--- src/design/rv_pkg.sv ---
package rv_pkg;

    // Datapath and memory sizes
    localparam int xlen       = 32;
    localparam int imem_depth = 64;
    localparam int dmem_depth = 16;
    localparam int imem_aw    = 6;
    localparam int dmem_aw    = 4;

    // Major opcodes
    localparam logic [6:0] op_reg    = 7'b0110011;
    localparam logic [6:0] op_imm    = 7'b0010011;
    localparam logic [6:0] op_load   = 7'b0000011;
    localparam logic [6:0] op_store  = 7'b0100011;
    localparam logic [6:0] op_branch = 7'b1100011;

    // Function-3 codes
    localparam logic [2:0] f3_add = 3'b000;
    localparam logic [2:0] f3_sll = 3'b001;
    localparam logic [2:0] f3_slt = 3'b010;
    localparam logic [2:0] f3_xor = 3'b100;
    localparam logic [2:0] f3_srl = 3'b101;
    localparam logic [2:0] f3_or  = 3'b110;
    localparam logic [2:0] f3_and = 3'b111;
    localparam logic [2:0] f3_lw  = 3'b010;
    localparam logic [2:0] f3_sw  = 3'b010;
    localparam logic [2:0] f3_beq = 3'b000;
    localparam logic [2:0] f3_bne = 3'b001;

    // ALU operations shared by decode and execute
    localparam logic [3:0] alu_add = 4'd0;
    localparam logic [3:0] alu_sub = 4'd1;
    localparam logic [3:0] alu_and = 4'd2;
    localparam logic [3:0] alu_or  = 4'd3;
    localparam logic [3:0] alu_xor = 4'd4;
    localparam logic [3:0] alu_slt = 4'd5;
    localparam logic [3:0] alu_sll = 4'd6;
    localparam logic [3:0] alu_srl = 4'd7;

    // addi x0,x0,0
    localparam logic [xlen-1:0] nop_word = 32'h0000_0013;

    typedef struct packed {
        logic [6:0] funct7;
        logic [4:0] rs2;
        logic [4:0] rs1;
        logic [2:0] funct3;
        logic [4:0] rd;
        logic [6:0] opcode;
    } r_view_t;

    // Store and branch layout with the immediate split around the register fields
    typedef struct packed {
        logic [6:0] imm_hi;
        logic [4:0] rs2;
        logic [4:0] rs1;
        logic [2:0] funct3;
        logic [4:0] imm_lo;
        logic [6:0] opcode;
    } s_view_t;

    typedef union packed {
        r_view_t r;
        s_view_t s;
    } inst_u;

endpackage

--- src/design/result_unit.sv ---
`timescale 1ns/1ns

module result_unit import rv_pkg::*; (
    input  logic            clk,
    input  logic            rst_n,
    input  logic [xlen-1:0] ex_result,
    input  logic [xlen-1:0] ex_store_data,
    input  logic [4:0]      ex_rd,
    input  logic            ex_mem_read,
    input  logic            ex_mem_write,
    input  logic            ex_reg_write,
    output logic            wb_we,
    output logic [4:0]      wb_rd,
    output logic [xlen-1:0] wb_data
);

    logic [xlen-1:0]    dmem [dmem_depth];
    logic [dmem_aw-1:0] word_addr;
    logic [xlen-1:0]    load_word;

    // Byte address to word index
    assign word_addr = ex_result[dmem_aw+1:2];
    assign load_word = dmem[word_addr];

    always_ff @(posedge clk or negedge rst_n) begin
        if (!rst_n) begin
            for (int i = 0; i < dmem_depth; i++) begin
                dmem[i] <= '0;
            end
        end else if (ex_mem_write) begin
            dmem[word_addr] <= ex_store_data;
        end
    end

    // Writeback select folded into the register
    always_ff @(posedge clk or negedge rst_n) begin
        if (!rst_n) begin
            wb_we   <= 1'b0;
            wb_rd   <= '0;
            wb_data <= '0;
        end else begin
            wb_we   <= ex_reg_write;
            wb_rd   <= ex_rd;
            wb_data <= ex_mem_read ? load_word : ex_result;
        end
    end

endmodule

--- config.mk ---
export PLATFORM = sky130hd
export DESIGN_NAME = result_unit
export DESIGN_NICKNAME = d
export VERILOG_FILES = /design/src/design/rv_pkg.sv /design/src/design/result_unit.sv
export SDC_FILE = /design/constraint.sdc
export NUM_CORES = 1
export LEC_CHECK = 0
export ABC_AREA = 0
export BUFFER_PORTS_ARGS = -buffer_cell sky130_fd_sc_hd__buf_2
export CORE_ASPECT_RATIO = 0.6
export CORE_MARGIN = 3
export CORE_UTILIZATION = 60
export DETAILED_ROUTE_END_ITERATION = 8
export PLACE_DENSITY = 0.79
export SYNTH_ARGS = -nofsm -noshare
export SYNTH_HDL_FRONTEND = slang
export SYNTH_SLANG_ARGS = --single-unit
export TNS_END_PERCENT = 1
--- constraint.sdc ---
create_clock -name clk -period 3.7 [get_ports clk]
set_clock_uncertainty 0.15 [all_clocks]
set_input_delay 0.37 -clock clk [delete_from_list [all_inputs] [get_ports clk]]
set_output_delay 0.37 -clock clk [all_outputs]
set_load 0.005 [all_outputs]
==> results.cfg <==
[global_route]
grt_pass1_wl_mm = 97.8
grt_max_degree = 101
grtUsageTotal_pct = 29.7
grt_overflow = 0
antenna_found_initial = 6
grt_pass1_vias = 15600

[outcome]
status = complete, no violations

[critical_path]
critical_path.startpoint = ex_result[4]
crit_slowest_cell = buf_4
arrival_ns = 2.42
cp_max_fo = 50
path_cells = buf_4, buf_4, mux4_2, mux2_2, a21oi_1, a31oi_1
critPathTopFamily = buffers and inverters
cp_common_cell = buf_4
reg2reg_from = dmem[293]
worstSetupPathType = in2reg
endpoint_kind = flip-flop
crit_path_max_incr_delay_ns = 0.76
start_kind = input port
required_ns = 3.95
path_buf_inv = 2

[finish]
layout.nets = 1798
area_growth_pct = 11.6
drive_above_1_share_pct = 46.8
final_cells = 2278

[detailed_routing]
drt-total-wl_mm = 62.9
drc_errors = 0
avgRoutedWirePerCell_um = 27.6
via_per_inst = 6.49
antenna_left = 0
drt_first_iter_violations = 1352
dr.pass1.iters = 5
vias = 14800

[die]
placementRows = 56
die_area_mm2 = 0.0439
core_area_mm2 = 0.0399
die_x_um = 268
ios = 112
start_util_pct = 62.2
die_h_um = 163

[flow_run]
maxCapViolations = 0

[cts]
tritoncts = done
numCtsBuffers = 48
cts-htree-levels = 2
hold_buffers = 33
ctsResizeCount = 0
cts_max_path_buffers = 3
cts_root_buf = clkbuf_16
clk_latency_ns = 0.56
clk_pin_slew_ns = 0.07
cts_setup_buffers = 0
cts_sinks = 550

[synth]
yosysTopAreaCell = dfrtp_1
synth_ff_type = dfrtp_1
synth_edf_count = 0
synth_area_per_cell_um2 = 15.3
yosys-top-cells-area = dfrtp_1 (56%), mux2_2 (20%), mux4_2 (6.1%)
synth_nets = 1696
synthTopCellsByCount = dfrtp_1 (550), mux2_2 (434), mux2i_1 (123), mux4_2 (67), nor2_1 (64)
synthArstFlopShare_pct = 100
ys_seq_area_share_pct = 55.5
ys_ff_latch = 550
synth_top_area_share_pct = 55.5
synth.most_common_cell = dfrtp_1
synth_cells = 1622
netlist_area_mm2 = 0.0248
synth_cell_types = 36
ys_warn_count = 0

[power]
p_total_w = 0.0159
peakVddDrop_v = 0.000335
powerDensity_mw_per_mm2 = 575
leakagePower_nw = 12.4

[sta]
hold_viol = 0
fin_ws_ns = 1.53
relSlewSlack_pct = 40.5
period_needed_ns = 2.17
worstMarginPinSlew_ns = 0.892
grt_setup_unrepaired = false
setup_viol_count_final = 0
maxSlewViolCount = 0
fmax_ghz = 0.461
period_share_pct = 58.7
finalSetupTns_ns = 0

[placement]
io_buffers = 111
dpl.cell_count = 2163
dp_slack_ns = 0.980
post-dp-hpwl_mm = 38.9
gp_congestion = 0.790

[hold_path]
worstHoldStart = ex_result[21]
worstHoldPathType = in2reg
## power by group
| group | switching (W) | internal [W] |
|---|---|---|
| combinational | 0.00115 | 0.00172 |
| sequential | 0.000716 | 0.00737 |
| clock | 0.00217 | 0.00278 |
## metal layers
| metal | share of wire, % | track usage [%] | routed length [um] |
|---|---|---|---|
| met3 | 8.0 | 7.75 | 5020 |
| met4 | 2.2 | 6.62 | 1370 |
| met5 | 0.073 | 0 | 46 |
| met1 | 45 | 44.6 | 28400 |
| met2 | 45 | 44.0 | 28100 |
## tightest hold or removal path: stages
cell,delay (ns)
buf_2,0.09
nor2_1,0.07
a31oi_1,0.15
## worst paths after layout
kind	end	slack [ns]	cells past startpoint
worst max-delay path	wb_data[5]	1.53	6
worst min-delay path	wb_data[21]	0.02	3
worst max register to register	wb_data[5]	2.08	4
worst min register to register	dmem[290]	0.33	1
max in group asynchronous	dmem[246]	1.92	3
min in group asynchronous	wb_rd[4]	0.33	2
## cells in the final DEF (no fill, tap or decap), drive strengths merged, types with 2 or more instances in the layout
master,count
dfrtp,550
nand3b,4
mux4,67
buf,163
nand2,5
mux2i,123
dlygate4sd3,33
diode,2
nor2b,2
clkinv,7
o22ai,59
nor3,6
mux2,513
nand3,3
nand2b,3
a21oi,4
clkbuf,72
a31oi,31
o21ai,2
or3,3
a22oi,29
nor2,68
## sequential cells by signal (all words and copies together) (netlist names)
| register | cells |
|---|---|
| wb_data | 32 |
| wb_rd | 5 |
| wb_we | 1 |
| dmem | 512 |
## through the flow
step	hold slack, ns	area [um^2]	utilization [%]
floorplan	-0.0756	24800	-
global placement	0.312	25800	64.7
detailed placement	0.323	25800	64.7
CTS	0.00387	27700	69.4
global route	0.0432	27700	69.4
finish	0.0246	27700	69.4
## layout make-up
class	count	area (um^2)
Sequential cell	550	13800
Tap cell	522	653
Fill cell	2550	12200
Timing Repair Buffer	196	1550
Multi-Input combinational cell	928	10200
Clock inverter	8	65.1
Clock buffer	72	1460
Antenna cell	2	5.00
## logic make-up (layout without fill, tap and decap cells)
| group | count (synthesis) | in the layout | synth area share, % |
|---|---|---|---|
| AOI/OAI and AO/OA | 127 | 127 | 3.35 |
| muxes | 703 | 703 | 35.3 |
| and+or+nand+nor | 98 | 98 | 2.07 |
| other | 0 | 2 | 0 |
| buffers and inverters | 144 | 276 | 3.77 |
| DFF | 550 | 550 | 55.5 |
Power figures use the tool's default switching activity.
