### config.mk
export PLATFORM = sky130hd
export DESIGN_NAME = fetch_unit
export DESIGN_NICKNAME = d
export VERILOG_FILES = /design/src/design/rv_pkg.sv /design/src/design/fetch_unit.sv
export SDC_FILE = /design/constraint.sdc
export NUM_CORES = 2
export LEC_CHECK = 0
export BUFFER_PORTS_ARGS = -buffer_cell sky130_fd_sc_hd__buf_2
export CORE_ASPECT_RATIO = 1.4
export CORE_UTILIZATION = 33
export CTS_CLUSTER_DIAMETER = 50
export DETAILED_ROUTE_END_ITERATION = 16
export HOLD_SLACK_MARGIN = 0.15
export PLACE_DENSITY = 0.57
export SLEW_MARGIN = 40
export SYNTH_ARGS = -nofsm -noshare
export SYNTH_HDL_FRONTEND = slang
export SYNTH_SLANG_ARGS = --single-unit
### constraint.sdc
create_clock -name clk -period 3.5 [get_ports clk]
set_input_delay 0.525 -clock clk [delete_from_list [all_inputs] [get_ports clk]]
set_output_delay 0.525 -clock clk [all_outputs]
set_load 0.05 [all_outputs]
### src/design/rv_pkg.sv
package rv_pkg;

    // Datapath and memory sizes
    localparam int xlen       = 32;
    localparam int imem_depth = 64;
    localparam int dmem_depth = 16;
    localparam int imem_aw    = 6;
    localparam int dmem_aw    = 4;

    // Major opcodes
    localparam logic [6:0] op_reg    = 7'b0110011;
    localparam logic [6:0] op_imm    = 7'b0010011;
    localparam logic [6:0] op_load   = 7'b0000011;
    localparam logic [6:0] op_store  = 7'b0100011;
    localparam logic [6:0] op_branch = 7'b1100011;

    // Function-3 codes
    localparam logic [2:0] f3_add = 3'b000;
    localparam logic [2:0] f3_sll = 3'b001;
    localparam logic [2:0] f3_slt = 3'b010;
    localparam logic [2:0] f3_xor = 3'b100;
    localparam logic [2:0] f3_srl = 3'b101;
    localparam logic [2:0] f3_or  = 3'b110;
    localparam logic [2:0] f3_and = 3'b111;
    localparam logic [2:0] f3_lw  = 3'b010;
    localparam logic [2:0] f3_sw  = 3'b010;
    localparam logic [2:0] f3_beq = 3'b000;
    localparam logic [2:0] f3_bne = 3'b001;

    // ALU operations shared by decode and execute
    localparam logic [3:0] alu_add = 4'd0;
    localparam logic [3:0] alu_sub = 4'd1;
    localparam logic [3:0] alu_and = 4'd2;
    localparam logic [3:0] alu_or  = 4'd3;
    localparam logic [3:0] alu_xor = 4'd4;
    localparam logic [3:0] alu_slt = 4'd5;
    localparam logic [3:0] alu_sll = 4'd6;
    localparam logic [3:0] alu_srl = 4'd7;

    // addi x0,x0,0
    localparam logic [xlen-1:0] nop_word = 32'h0000_0013;

    typedef struct packed {
        logic [6:0] funct7;
        logic [4:0] rs2;
        logic [4:0] rs1;
        logic [2:0] funct3;
        logic [4:0] rd;
        logic [6:0] opcode;
    } r_view_t;

    // Store and branch layout with the immediate split around the register fields
    typedef struct packed {
        logic [6:0] imm_hi;
        logic [4:0] rs2;
        logic [4:0] rs1;
        logic [2:0] funct3;
        logic [4:0] imm_lo;
        logic [6:0] opcode;
    } s_view_t;

    typedef union packed {
        r_view_t r;
        s_view_t s;
    } inst_u;

endpackage

### src/design/fetch_unit.sv
`timescale 1ns/1ns

module fetch_unit import rv_pkg::*; (
    input  logic               clk,
    input  logic               rst_n,
    input  logic               load_en,
    input  logic [imem_aw-1:0] load_addr,
    input  logic [xlen-1:0]    load_data,
    input  logic               run,
    input  logic               stall,
    input  logic               redirect,
    input  logic [xlen-1:0]    redirect_pc,
    output logic [xlen-1:0]    if_pc,
    output logic [xlen-1:0]    if_inst
);

    logic [xlen-1:0] imem [imem_depth];
    logic [xlen-1:0] pc;
    logic [xlen-1:0] fetch_word;

    // One program word written per load strobe
    always_ff @(posedge clk) begin
        if (load_en) begin
            imem[load_addr] <= load_data;
        end
    end

    // Low two pc bits dropped for the word index
    assign fetch_word = imem[pc[imem_aw+1:2]];

    always_ff @(posedge clk or negedge rst_n) begin
        if (!rst_n) begin
            pc      <= '0;
            if_pc   <= '0;
            if_inst <= nop_word;
        end else if (!run) begin
            // Bubbles and pc held at zero until run
            pc      <= '0;
            if_pc   <= '0;
            if_inst <= nop_word;
        end else if (redirect) begin
            pc      <= redirect_pc;
            if_inst <= nop_word;
        end else if (!stall) begin
            pc      <= pc + 32'd4;
            if_pc   <= pc;
            if_inst <= fetch_word;
        end
    end

endmodule

==> results by stage <==
Critical path:
- The endpoint kind of the worst setup timing path is a flop.
- The kind of critical path is reg2reg.
- In this design, the stage delay of the slowest critical-path cell is 0.58 ns.
- The launching element type of the critical path is a flop.
- The instance count on the critical path is 7.
- The signal on the critical path passes through buf_4 > buf_12 > buf_12 > mux4_2 > mux4_2 > a221oi_2 > o41ai_1.
- The required time at the worst-slack endpoint is approximately 4.2 ns.
- The cell count of the worst reg-to-reg path is 7.
- The number of buffer and inverter instances along the worst setup path is 3.
- The launching point of the worst reg2reg path is pc[2].
- The data arrival time of the critical path is 4.02 ns.
- The most critical setup path has its startpoint at pc[2].
- On the critical path the largest part of the delay comes from multiplexers.
- The largest individual stage delay along the critical path comes from the cell sky130_fd_sc_hd__dfrtp_4.
- The maximum fanout encountered on the critical timing path is 17.

Placement:
- After legalization and detailed placement, the total HPWL measured about 150 mm.
- At the end of routability-driven placement, the weighted congestion stood at 0.833.
- The placed instances occupy a cell area of about 91000 sq um.
- The number of buffers inserted by port buffering is 139.

GRT:
- Entering global routing, the biggest net connects 68 pins.
- The number of antenna violations at the first check in global routing came to 24.
- The global-route wire length before repair is approximately 350 mm.
- Summed over all layers, the global routing overflow is 0.
- The number of global-route vias before repair came to 44100.
- The global-route usage over all layers is about a fifth.

Detailed routing:
- Wires add up to 256 mm.
- For this run, the detailed router's first-pass iteration total came to 5.
- After the first detailed-routing iteration, the DRC count stood at between 4000 and 5000.
- The residual DRC count is 0.
- After detailed routing, the average wire length per cell comes to between 30 and 40 um.
- Dividing the detail-routed via count by the number of cells gives around 5.5.
- The number of nets with antenna violations after routing is 0.
- Summing over every cut layer, the via total after detailed routing is around 43000.

STA:
- The headroom to the max-slew limit is a little over two fifths.
- The pin slew with the least headroom to its limit is between 0.8 and 0.9 ns.
- Derived from the worst setup path, the maximum achievable clock frequency is around 300 MHz.
- For the final routed database, the setup TNS stands at 0 ns.
- Setup repair after global routing left no endpoint under its margin.
- The portion of the clock cycle consumed by the worst path in the final layout is 95.9%.
- The count of final max-slew check failures came to 0.
- The final setup violation count is 0.
- The clock period could shrink to about 3.4 ns.
- Clock skew on the completed layout was measured at 0.0433 ns.
- The number of hold violations in the final report is 0.

Finish:
- The count of filler cells inserted in the layout is ~22000.
- The share of layout cells above drive strength 1 is ~30%.
- Summing all non-filler instances in the final layout gives an area of around 98000 sq um.
- The utilization of the core after routing is slightly below 40%.
- After the last flow step, the layout net total stands at about 4400.
- Relative to the synthesized area, the layout overhead comes to 18.1%.

CTS:
- The CTS H-tree depth is 4.
- The TritonCTS clock tree is done.
- The clock root buffer is sky130_fd_sc_hd__clkbuf_16.
- The clock-pin slew of the registers on the worst-case setup and hold paths is 0.06 ns.
- In this run the deepest clock path goes through 4 buffers.
- In this run, CTS created clock tree buffers numbering around 200.
- The TritonCTS sink count is between 2000 and 2500.
- The latest clock arrival within the worst-skew pair is approximately 0.86 ns.

Floorplanning:
- The die outline height is between 500 and 600 um.
- The die area is about 250000 sq um.
- The number of placement rows is approximately 220.
- The initial utilization of the core area, before any placement, comes to 33.2%.
- Pin placement for this block handled 140 I/O pins.
- Measured along the x axis, the die boundary spans 425 um.
- The core outline area is around 250000 sq um.

Power:
- Power spread over the standard cell area amounts to around 550 nW/um^2.
- Summed over all cells, the static leakage comes to 0.0310 uW.
- The maximum ir drop on the vdd rail is between 0.4 and 0.5 mV.

Logic synthesis:
- The number of synthesized register bits is ~2100.
- The average instance in the mapped netlist occupies about 21 sq um.
- Among all flip-flop cells after synthesis, the most frequent one is sky130_fd_sc_hd__edfxtp_1.
- The mapped netlist covers just over 80000 sq um.
- Of all flip-flops after synthesis, the portion carrying an async set or reset was under 10%.
- The yosys synthesis warning count is 0.
- The synthesized netlist contains 69 unique library cells.
- The gate count after technology mapping is around 3800.
- The number of enable flip-flop cells after synthesis is around 2000.
- Summing the sequential cell areas from Yosys gives between 70 and 80% of the chip area.
- The post-synthesis net count is slightly below 4000.

Min path:
- Counting instances, the worst hold path has a depth of 1.
- In this run the worst hold path is classified as in2reg.
- The startpoint of the lowest-slack hold path is load_data[26].

Job:
- The number of maximum-capacitance constraint violations is 0.

Outcome:
- The run finished with clean final reports.
-- report_power, final --
part | internal, uW | switching, uW | total (uW) | leakage (uW)
clock network | 12100 | 9560 | 21600 | 0.00312
registers | 28300 | 152 | 28500 | 0.0197
logic | 1490 | 2280 | 3770 | 0.00820
total | 41900 | 12000 | 53900 | 0.0310
-- routing by layer --
layer / global-route usage, % / routed length (um)
met1: 24.4 / 95400
met2: 34.8 / 131000
met3: 3.16 / 17300
met4: 8.90 / 12500
met5: 0 / 89
-- path summary, 6_finish.rpt --
| path | slack, ns | endpoint |
|---|---|---|
| max | 0.14 | if_inst[11] |
| min | 0.16 | imem[15][26] |
| max reg2reg | 0.14 | if_inst[11] |
| min reg2reg | 0.48 | if_pc[4] |
| max in group asynchronous | 2.42 | if_inst[10] |
| min in group asynchronous | 0.25 | pc[0] |
-- placed cells by master (no fill, tap or decap), drive strengths merged, types with 29 or more instances in the layout --
cell / n
buf: 485
dlygate4sd3: 41
a22o: 35
o22ai: 53
mux2i: 208
a21oi: 58
o221ai: 29
clkinv: 85
mux4: 475
and2: 32
nand3: 30
dfrtp: 93
clkbuf: 248
nand2: 132
edfxtp: 2048
o21ai: 65
nor2: 122
-- cells in the mapped netlist (6+ instances only) --
library cell | instances | area share (%)
sky130_fd_sc_hd__o221ai_1 | 29 | 0.31
sky130_fd_sc_hd__and3_1 | 7 | 0.053
sky130_fd_sc_hd__a22oi_1 | 6 | 0.054
sky130_fd_sc_hd__nand2_1 | 132 | 0.60
sky130_fd_sc_hd__mux4_2 | 475 | 13
sky130_fd_sc_hd__dfrtp_1 | 93 | 2.8
sky130_fd_sc_hd__o22ai_1 | 53 | 0.40
sky130_fd_sc_hd__mux2i_1 | 208 | 2.5
sky130_fd_sc_hd__and2_1 | 26 | 0.20
sky130_fd_sc_hd__o211ai_1 | 6 | 0.054
sky130_fd_sc_hd__xnor2_1 | 13 | 0.14
sky130_fd_sc_hd__buf_2 | 68 | 0.41
sky130_fd_sc_hd__a211oi_1 | 16 | 0.15
sky130_fd_sc_hd__nor3_1 | 24 | 0.15
sky130_fd_sc_hd__buf_4 | 30 | 0.27
sky130_fd_sc_hd__buf_6 | 25 | 0.34
sky130_fd_sc_hd__a211o_1 | 17 | 0.18
sky130_fd_sc_hd__nor2_1 | 122 | 0.55
sky130_fd_sc_hd__nor2b_1 | 15 | 0.11
sky130_fd_sc_hd__nand4_1 | 10 | 0.076
sky130_fd_sc_hd__clkbuf_1 | 82 | 0.37
sky130_fd_sc_hd__o21ai_1 | 12 | 0.073
sky130_fd_sc_hd__a2111oi_0 | 22 | 0.23
sky130_fd_sc_hd__nand3b_1 | 6 | 0.054
sky130_fd_sc_hd__a32o_1 | 7 | 0.085
sky130_fd_sc_hd__nand3_1 | 30 | 0.18
sky130_fd_sc_hd__a21oi_1 | 58 | 0.35
sky130_fd_sc_hd__a22o_1 | 35 | 0.37
sky130_fd_sc_hd__edfxtp_1 | 2048 | 74
sky130_fd_sc_hd__and2_0 | 6 | 0.045
sky130_fd_sc_hd__a221oi_1 | 6 | 0.064
sky130_fd_sc_hd__buf_1 | 14 | 0.064
sky130_fd_sc_hd__a32oi_1 | 7 | 0.074
sky130_fd_sc_hd__o21ai_0 | 53 | 0.32
-- cell type report --
class,instances,area [sq um],area share [%]
sequential,2144,63900,65.5
multi-input combinational,1479,18100,18.6
clock buffer,248,5290,5.42
timing repair buffer,526,4990,5.12
tap,3285,4110,4.21
clock inverter,117,1070,1.10
antenna,19,47.5,0.0487
inverter,6,30.0,0.0308
-- cell families after synthesis --
kind of cell	share of synthesized area, %
flip-flops	77.3
multiplexers	15.5
AND/OR/NAND/NOR	2.21
AO/OA/AOI/OAI	3.30
buffers and inverters	1.49
XOR/XNOR	0.180
adder cells (fa/ha/maj)	0.0151
-- what timing repair did --
action | in CTS | in global routing
setup buffers | 0 | 5
hold buffers | 41 | 0
hold endpoints to repair | 99 | 0
gates resized for setup | 0 | 0
setup endpoints to repair | 0 | 1
-- metrics by stage --
step                      worst slack [ns]  std cells  hold WS, ns  power [uW]
after floorplan                      0.379       3848        0.229       30900
after global placement              0.0272       7391        0.469       32700
after detailed placement             0.205       7394        0.476       32800
after CTS                           0.0717       7800        0.151       54200
after global routing                0.0462       7813        0.162       55200
final                                0.144       7824        0.163       53900
-- flip-flops by register name, summed over array words and instances, names as in the netlist --
name	cells
if_pc	32
pc	32
if_inst	32
imem	2048
Power figures use the tool's default switching activity.
