===== src/design/rv_pkg.sv =====
package rv_pkg;

    // Datapath and memory sizes
    localparam int xlen       = 32;
    localparam int imem_depth = 64;
    localparam int dmem_depth = 16;
    localparam int imem_aw    = 6;
    localparam int dmem_aw    = 4;

    // Major opcodes
    localparam logic [6:0] op_reg    = 7'b0110011;
    localparam logic [6:0] op_imm    = 7'b0010011;
    localparam logic [6:0] op_load   = 7'b0000011;
    localparam logic [6:0] op_store  = 7'b0100011;
    localparam logic [6:0] op_branch = 7'b1100011;

    // Function-3 codes
    localparam logic [2:0] f3_add = 3'b000;
    localparam logic [2:0] f3_sll = 3'b001;
    localparam logic [2:0] f3_slt = 3'b010;
    localparam logic [2:0] f3_xor = 3'b100;
    localparam logic [2:0] f3_srl = 3'b101;
    localparam logic [2:0] f3_or  = 3'b110;
    localparam logic [2:0] f3_and = 3'b111;
    localparam logic [2:0] f3_lw  = 3'b010;
    localparam logic [2:0] f3_sw  = 3'b010;
    localparam logic [2:0] f3_beq = 3'b000;
    localparam logic [2:0] f3_bne = 3'b001;

    // ALU operations shared by decode and execute
    localparam logic [3:0] alu_add = 4'd0;
    localparam logic [3:0] alu_sub = 4'd1;
    localparam logic [3:0] alu_and = 4'd2;
    localparam logic [3:0] alu_or  = 4'd3;
    localparam logic [3:0] alu_xor = 4'd4;
    localparam logic [3:0] alu_slt = 4'd5;
    localparam logic [3:0] alu_sll = 4'd6;
    localparam logic [3:0] alu_srl = 4'd7;

    // addi x0,x0,0
    localparam logic [xlen-1:0] nop_word = 32'h0000_0013;

    typedef struct packed {
        logic [6:0] funct7;
        logic [4:0] rs2;
        logic [4:0] rs1;
        logic [2:0] funct3;
        logic [4:0] rd;
        logic [6:0] opcode;
    } r_view_t;

    // Store and branch layout with the immediate split around the register fields
    typedef struct packed {
        logic [6:0] imm_hi;
        logic [4:0] rs2;
        logic [4:0] rs1;
        logic [2:0] funct3;
        logic [4:0] imm_lo;
        logic [6:0] opcode;
    } s_view_t;

    typedef union packed {
        r_view_t r;
        s_view_t s;
    } inst_u;

endpackage


===== src/design/decode_unit.sv =====
`timescale 1ns/1ns

module decode_unit import rv_pkg::*; (
    input  logic            clk,
    input  logic            rst_n,
    input  logic [xlen-1:0] if_pc,
    input  logic [xlen-1:0] if_inst,
    input  logic            redirect,
    input  logic            wb_we,
    input  logic [4:0]      wb_rd,
    input  logic [xlen-1:0] wb_data,
    output logic            stall,
    output logic [xlen-1:0] id_pc,
    output logic [xlen-1:0] id_rs1_val,
    output logic [xlen-1:0] id_rs2_val,
    output logic [xlen-1:0] id_imm,
    output logic [4:0]      id_rs1,
    output logic [4:0]      id_rs2,
    output logic [4:0]      id_rd,
    output logic [3:0]      id_alu_op,
    output logic            id_alu_src,
    output logic            id_mem_read,
    output logic            id_mem_write,
    output logic            id_reg_write,
    output logic            id_branch,
    output logic            id_branch_ne
);

    logic [xlen-1:0] regs [32];
    inst_u           raw;
    inst_u           word;
    logic            use_rs2;
    logic [xlen-1:0] rs1_val;
    logic [xlen-1:0] rs2_val;
    logic [xlen-1:0] imm;
    logic [3:0]      alu_op;
    logic            alu_src;
    logic            mem_read;
    logic            mem_write;
    logic            reg_write;
    logic            branch;
    logic            branch_ne;

    function automatic logic [3:0] alu_sel(input logic [2:0] f3, input logic sub);
        case (f3)
            f3_add:  alu_sel = sub ? alu_sub : alu_add;
            f3_sll:  alu_sel = alu_sll;
            f3_slt:  alu_sel = alu_slt;
            f3_xor:  alu_sel = alu_xor;
            f3_srl:  alu_sel = alu_srl;
            f3_or:   alu_sel = alu_or;
            default: alu_sel = alu_and;
        endcase
    endfunction

    assign raw = if_inst;

    // rs2 field is immediate bits for I-type and loads
    assign use_rs2 = (raw.r.opcode == op_reg) || (raw.r.opcode == op_store) ||
                     (raw.r.opcode == op_branch);

    // Load-use hazard against the instruction now in execute
    assign stall = id_mem_read && (id_rd != 5'd0) &&
                   ((id_rd == raw.r.rs1) || (use_rs2 && id_rd == raw.r.rs2));

    // Bubble decodes as a nop
    assign word = (stall || redirect) ? nop_word : if_inst;

    // Read ports with same-cycle writeback bypass
    assign rs1_val = (wb_we && wb_rd == raw.r.rs1) ? wb_data : regs[raw.r.rs1];
    assign rs2_val = (wb_we && wb_rd == raw.r.rs2) ? wb_data : regs[raw.r.rs2];

    always_comb begin
        alu_op    = alu_add;
        alu_src   = 1'b0;
        mem_read  = 1'b0;
        mem_write = 1'b0;
        reg_write = 1'b0;
        branch    = 1'b0;
        branch_ne = 1'b0;
        imm       = {{20{word.r.funct7[6]}}, word.r.funct7, word.r.rs2};
        case (word.r.opcode)
            op_reg: begin
                reg_write = 1'b1;
                alu_op    = alu_sel(word.r.funct3, word.r.funct7[5]);
            end
            op_imm: begin
                reg_write = 1'b1;
                alu_src   = 1'b1;
                alu_op    = alu_sel(word.r.funct3, 1'b0);
            end
            op_load: begin
                mem_read  = (word.r.funct3 == f3_lw);
                reg_write = (word.r.funct3 == f3_lw);
                alu_src   = 1'b1;
            end
            op_store: begin
                mem_write = (word.s.funct3 == f3_sw);
                alu_src   = 1'b1;
                imm       = {{20{word.s.imm_hi[6]}}, word.s.imm_hi, word.s.imm_lo};
            end
            op_branch: begin
                branch    = (word.s.funct3 == f3_beq) || (word.s.funct3 == f3_bne);
                branch_ne = (word.s.funct3 == f3_bne);
                // B-type bits reshuffled from the store layout
                imm = {{20{word.s.imm_hi[6]}}, word.s.imm_lo[0], word.s.imm_hi[5:0],
                       word.s.imm_lo[4:1], 1'b0};
            end
            default: ;
        endcase
    end

    always_ff @(posedge clk or negedge rst_n) begin
        if (!rst_n) begin
            for (int i = 0; i < 32; i++) begin
                regs[i] <= '0;
            end
        end else if (wb_we) begin
            regs[wb_rd] <= wb_data;
        end
    end

    always_ff @(posedge clk or negedge rst_n) begin
        if (!rst_n) begin
            id_pc        <= '0;
            id_rs1_val   <= '0;
            id_rs2_val   <= '0;
            id_imm       <= '0;
            id_rs1       <= '0;
            id_rs2       <= '0;
            id_rd        <= '0;
            id_alu_op    <= alu_add;
            id_alu_src   <= 1'b0;
            id_mem_read  <= 1'b0;
            id_mem_write <= 1'b0;
            id_reg_write <= 1'b0;
            id_branch    <= 1'b0;
            id_branch_ne <= 1'b0;
        end else begin
            id_pc        <= if_pc;
            id_rs1_val   <= rs1_val;
            id_rs2_val   <= rs2_val;
            id_imm       <= imm;
            id_rs1       <= word.r.rs1;
            id_rs2       <= word.r.rs2;
            id_rd        <= word.r.rd;
            id_alu_op    <= alu_op;
            id_alu_src   <= alu_src;
            id_mem_read  <= mem_read;
            id_mem_write <= mem_write;
            // x0 targets never count as writes downstream
            id_reg_write <= reg_write && (word.r.rd != 5'd0);
            id_branch    <= branch;
            id_branch_ne <= branch_ne;
        end
    end

endmodule


===== config.mk =====
export PLATFORM = sky130hd
export DESIGN_NAME = decode_unit
export DESIGN_NICKNAME = d
export VERILOG_FILES = /design/src/design/rv_pkg.sv /design/src/design/decode_unit.sv
export SDC_FILE = /design/constraint.sdc
export NUM_CORES = 2
export LEC_CHECK = 0
export BUFFER_PORTS_ARGS = -buffer_cell sky130_fd_sc_hd__buf_2
export CAP_MARGIN = 20
export CORE_MARGIN = 2
export CORE_UTILIZATION = 56
export DETAILED_ROUTE_END_ITERATION = 7
export PLACE_DENSITY = 0.76
export REMOVE_ABC_BUFFERS = 1
export SLEW_MARGIN = 0
export SYNTH_ARGS = -nofsm -noshare
export SYNTH_HDL_FRONTEND = slang
export SYNTH_SLANG_ARGS = --single-unit

===== constraint.sdc =====
create_clock -name clk -period 1.7 [get_ports clk]
set_input_delay 0.17 -clock clk [delete_from_list [all_inputs] [get_ports clk]]
set_output_delay 0.17 -clock clk [all_outputs]
set_load 0.005 [all_outputs]

==> results.md <==
* Number of DRC markers in iteration 0 at around 4200
* Tot Pwr at 80780 uW
* CP arrival at between 2 and 2.5 ns
* #FFs+latches synth at approximately 1200
* Final setup margin at -0.7474 ns
* Largest fanout on the critical path at 2
* Cell Count, Final, Fillers Out at 6820
* Status: finished, violations left
* GP Congestion at around 0.9
* Fin Clk Skew at 0.02474 ns
* Max VDD drop at approximately 860 uV
* Vias in the first global route at 46330
* Yosys warns at 0
* WHS at 0.07416 ns
* Worst endpoint required time at 1.53 ns
* Syn Inst Count at around 4700
* Initial Utilization at 56.34%
* CTS clock-pin slew for the worst setup and hold paths at 0.07 ns
* Maximum number of pins on one net before global-route repair at 86
* Layout cells sized above 1 at 41.50%
* Placed cell count at 6486
* Hold Crit Class: in2reg
* Fmax at between 400 and 500 MHz
* Placeable Area at 106800 um2
* Hold Vio Cnt, Final at 0
* Syn Area/Cell at 12.77 um2
* CP Capture Type: output port
* IO Pins at 259
* Number of distinct library cells after synthesis at 54
* First-pass GRT wire length at 288500 um
* Async S/R FF share, synth at 100.0%
* Mapped cell area at 60150 um2
* Min cycle time layout at between 2 and 2.5 ns
* DIE AREA at 110000 um2
* Area leader, netlist: dfrtp_1
* Die Ht at 331.7 um
* Wirelength per Cell at 28.14 um
* DRT Pass-1 Iters at 8
* Die Wd at 331.7 um
* Initial antenna violation count at 3
* Synth top cells by count: dfrtp_1 (1157), mux2_2 (1025), mux2i_1 (1017), a22oi_1 (252), clkbuf_1 (244)
* # clock sinks at about 1200
* LEAKAGE at 0.03502 uW
* Slew margin rel. at a little under half
* Top-count cell post-synth: dfrtp_1
* Setup crit start kind: flip-flop
* Tcrit/Tclk final at 144.0%
* EDFF count, synth at 0
* HPWL Detailed at 124300 um
* Sequential share of the synthesized area at 48.14%
* Failing checks: setup timing
* CTS max path bufs at 3
* Max_cap viols at 0
* Synth top area share at approximately half
* Top cells by area, synth: dfrtp_1 (48%), mux2_2 (19%), mux2i_1 (17%)
* Total wire length at 191900 um
* Congestion Overflow GR at 0
* PortBufs at 257
* # setup viols final at 39
* Root buffer cell: clkbuf_16
* Kind of critical path: reg2out
* Placed instance area at 68060 um2
* Cell area after layout at 73910 um2
* Most common flop cell mapped by yosys: dfrtp_1
* DRC at 0
* Total CTS buffers at 121
* Final Max Slew Viols at 0
* Area delta synth->final at 22.88%
* H-tree levels at 3
* Worst-margin pin slew at 0.7864 ns
* Overall global routing resource usage at 34.14%
* Vias at 45060
* Clock latency on the worst-skew pair at approximately 0.73 ns
* Via/cell ratio at 6.607
* TritonCTS clock tree: done
* ANT nets after route at 0
* Power Density at about 1100 nW/um2
* # rows at 120
* Unrepaired setup endpoints after global routing: yes
* Layout Nets at 5421
* Fin Setup TNS at -11.79 ns
## sequential cells by signal, indices dropped and copies added (netlist names)
name          flops
id_rs1_val       32
id_rs2_val       32
id_mem_write      1
id_pc            32
id_imm           13
id_mem_read       1
regs           1024
id_rs2            5
id_rs1            5
id_branch_ne      1
id_rd             5
id_alu_src        1
id_reg_write      1
id_alu_op         3
id_branch         1
## path summary, 6_finish.rpt
path                       slack, ns  cells past startpoint              to   startpoint
min in group asynchronous       0.18                      3       regs[783]        rst_n
hold reg to reg                 0.53                      1       regs[972]    regs[972]
setup reg to reg               -0.39                      8       id_imm[4]     id_rd[2]
max in group asynchronous       0.40                      3       regs[549]        rst_n
setup / recovery               -0.75                      7           stall     id_rd[1]
hold / removal                  0.07                      3  id_rs1_val[21]  wb_data[21]
## metal layers
| metal | GRT usage (%) | vias up | part of all wire [%] |
|---|---|---|---|
| met5 | 0 | - | 0.0057 |
| met4 | 15.56 | 2 | 4.7 |
| met3 | 6.796 | 576 | 8.7 |
| met2 | 53.50 | 2232 | 46 |
| met1 | 46.02 | 23290 | 40 |
| li1 | - | 18960 | - |
## report_power, final
group	internal [uW]	switching [uW]
logic	9350	7650
clock network	15900	11300
registers	32600	3980
total	57900	22900
## cell usage in the layout (no fill, tap or decap), types with 20 or more instances in the layout
cell type,instances
a221oi_2,39
dlygate4sd3_1,95
a22o_1,124
mux2_2,1025
o22ai_1,56
mux2i_1,1017
dfrtp_1,1156
and2_1,24
buf_12,184
nor2_4,24
buf_2,249
o41ai_1,41
buf_4,433
nand2_1,77
a22oi_1,252
clkbuf_16,123
o41ai_2,20
a221oi_1,84
a21oi_1,128
clkbuf_1,34
clkbuf_8,25
clkinv_2,22
## repair_timing
item | in CTS | in global routing
endpoints found under the setup margin | 77 | 79
pin swaps | 13 | 36
endpoints found under the hold margin | 1331 | 0
hold buffers | 95 | 0
cloned | 1 | 0
resized for setup | 33 | 79
setup buffers | 7 | 11
## logic make-up (layout without fill, tap and decap cells)
group | Yosys count | count (layout) | share of synthesized area [%]
compound gates | 765 | 765 | 9.544
flops | 1157 | 1157 | 48.14
simple gates | 222 | 223 | 1.845
xor+xnor | 21 | 21 | 0.3058
other cells | 1 | 3 | 0.006235
buf+inv | 496 | 1200 | 3.821
mux | 2048 | 2048 | 36.34
## stage by stage
stage	utilization [%]	setup WS, ns
floorplan	-	-2.602
global placement	63.76	-0.5271
detailed placement	63.76	-0.5781
CTS	68.71	-0.8217
global route	69.23	-0.8268
finish	69.23	-0.7474
## cell type report
class	count	area [um2]
clock inverters	42	530.5
clock buffers	180	3522
fillers	7372	32840
multi-input cells	3058	29820
inverters	2	7.507
diodes	2	5.005
repair buffers	976	9316
well taps	1403	1755
flip-flops and latches	1157	28950
## critical path, cell delays in order, from the launching register on
cell and delay, ns:
dfrtp_1 0.40, buf_6 0.15, xnor2_4 0.16, nand4_1 0.18, a2111oi_4 0.25, o221a_4 0.24, buf_6 0.10, buf_6 0.08
No activity file was read; power rests on OpenSTA's default activity.
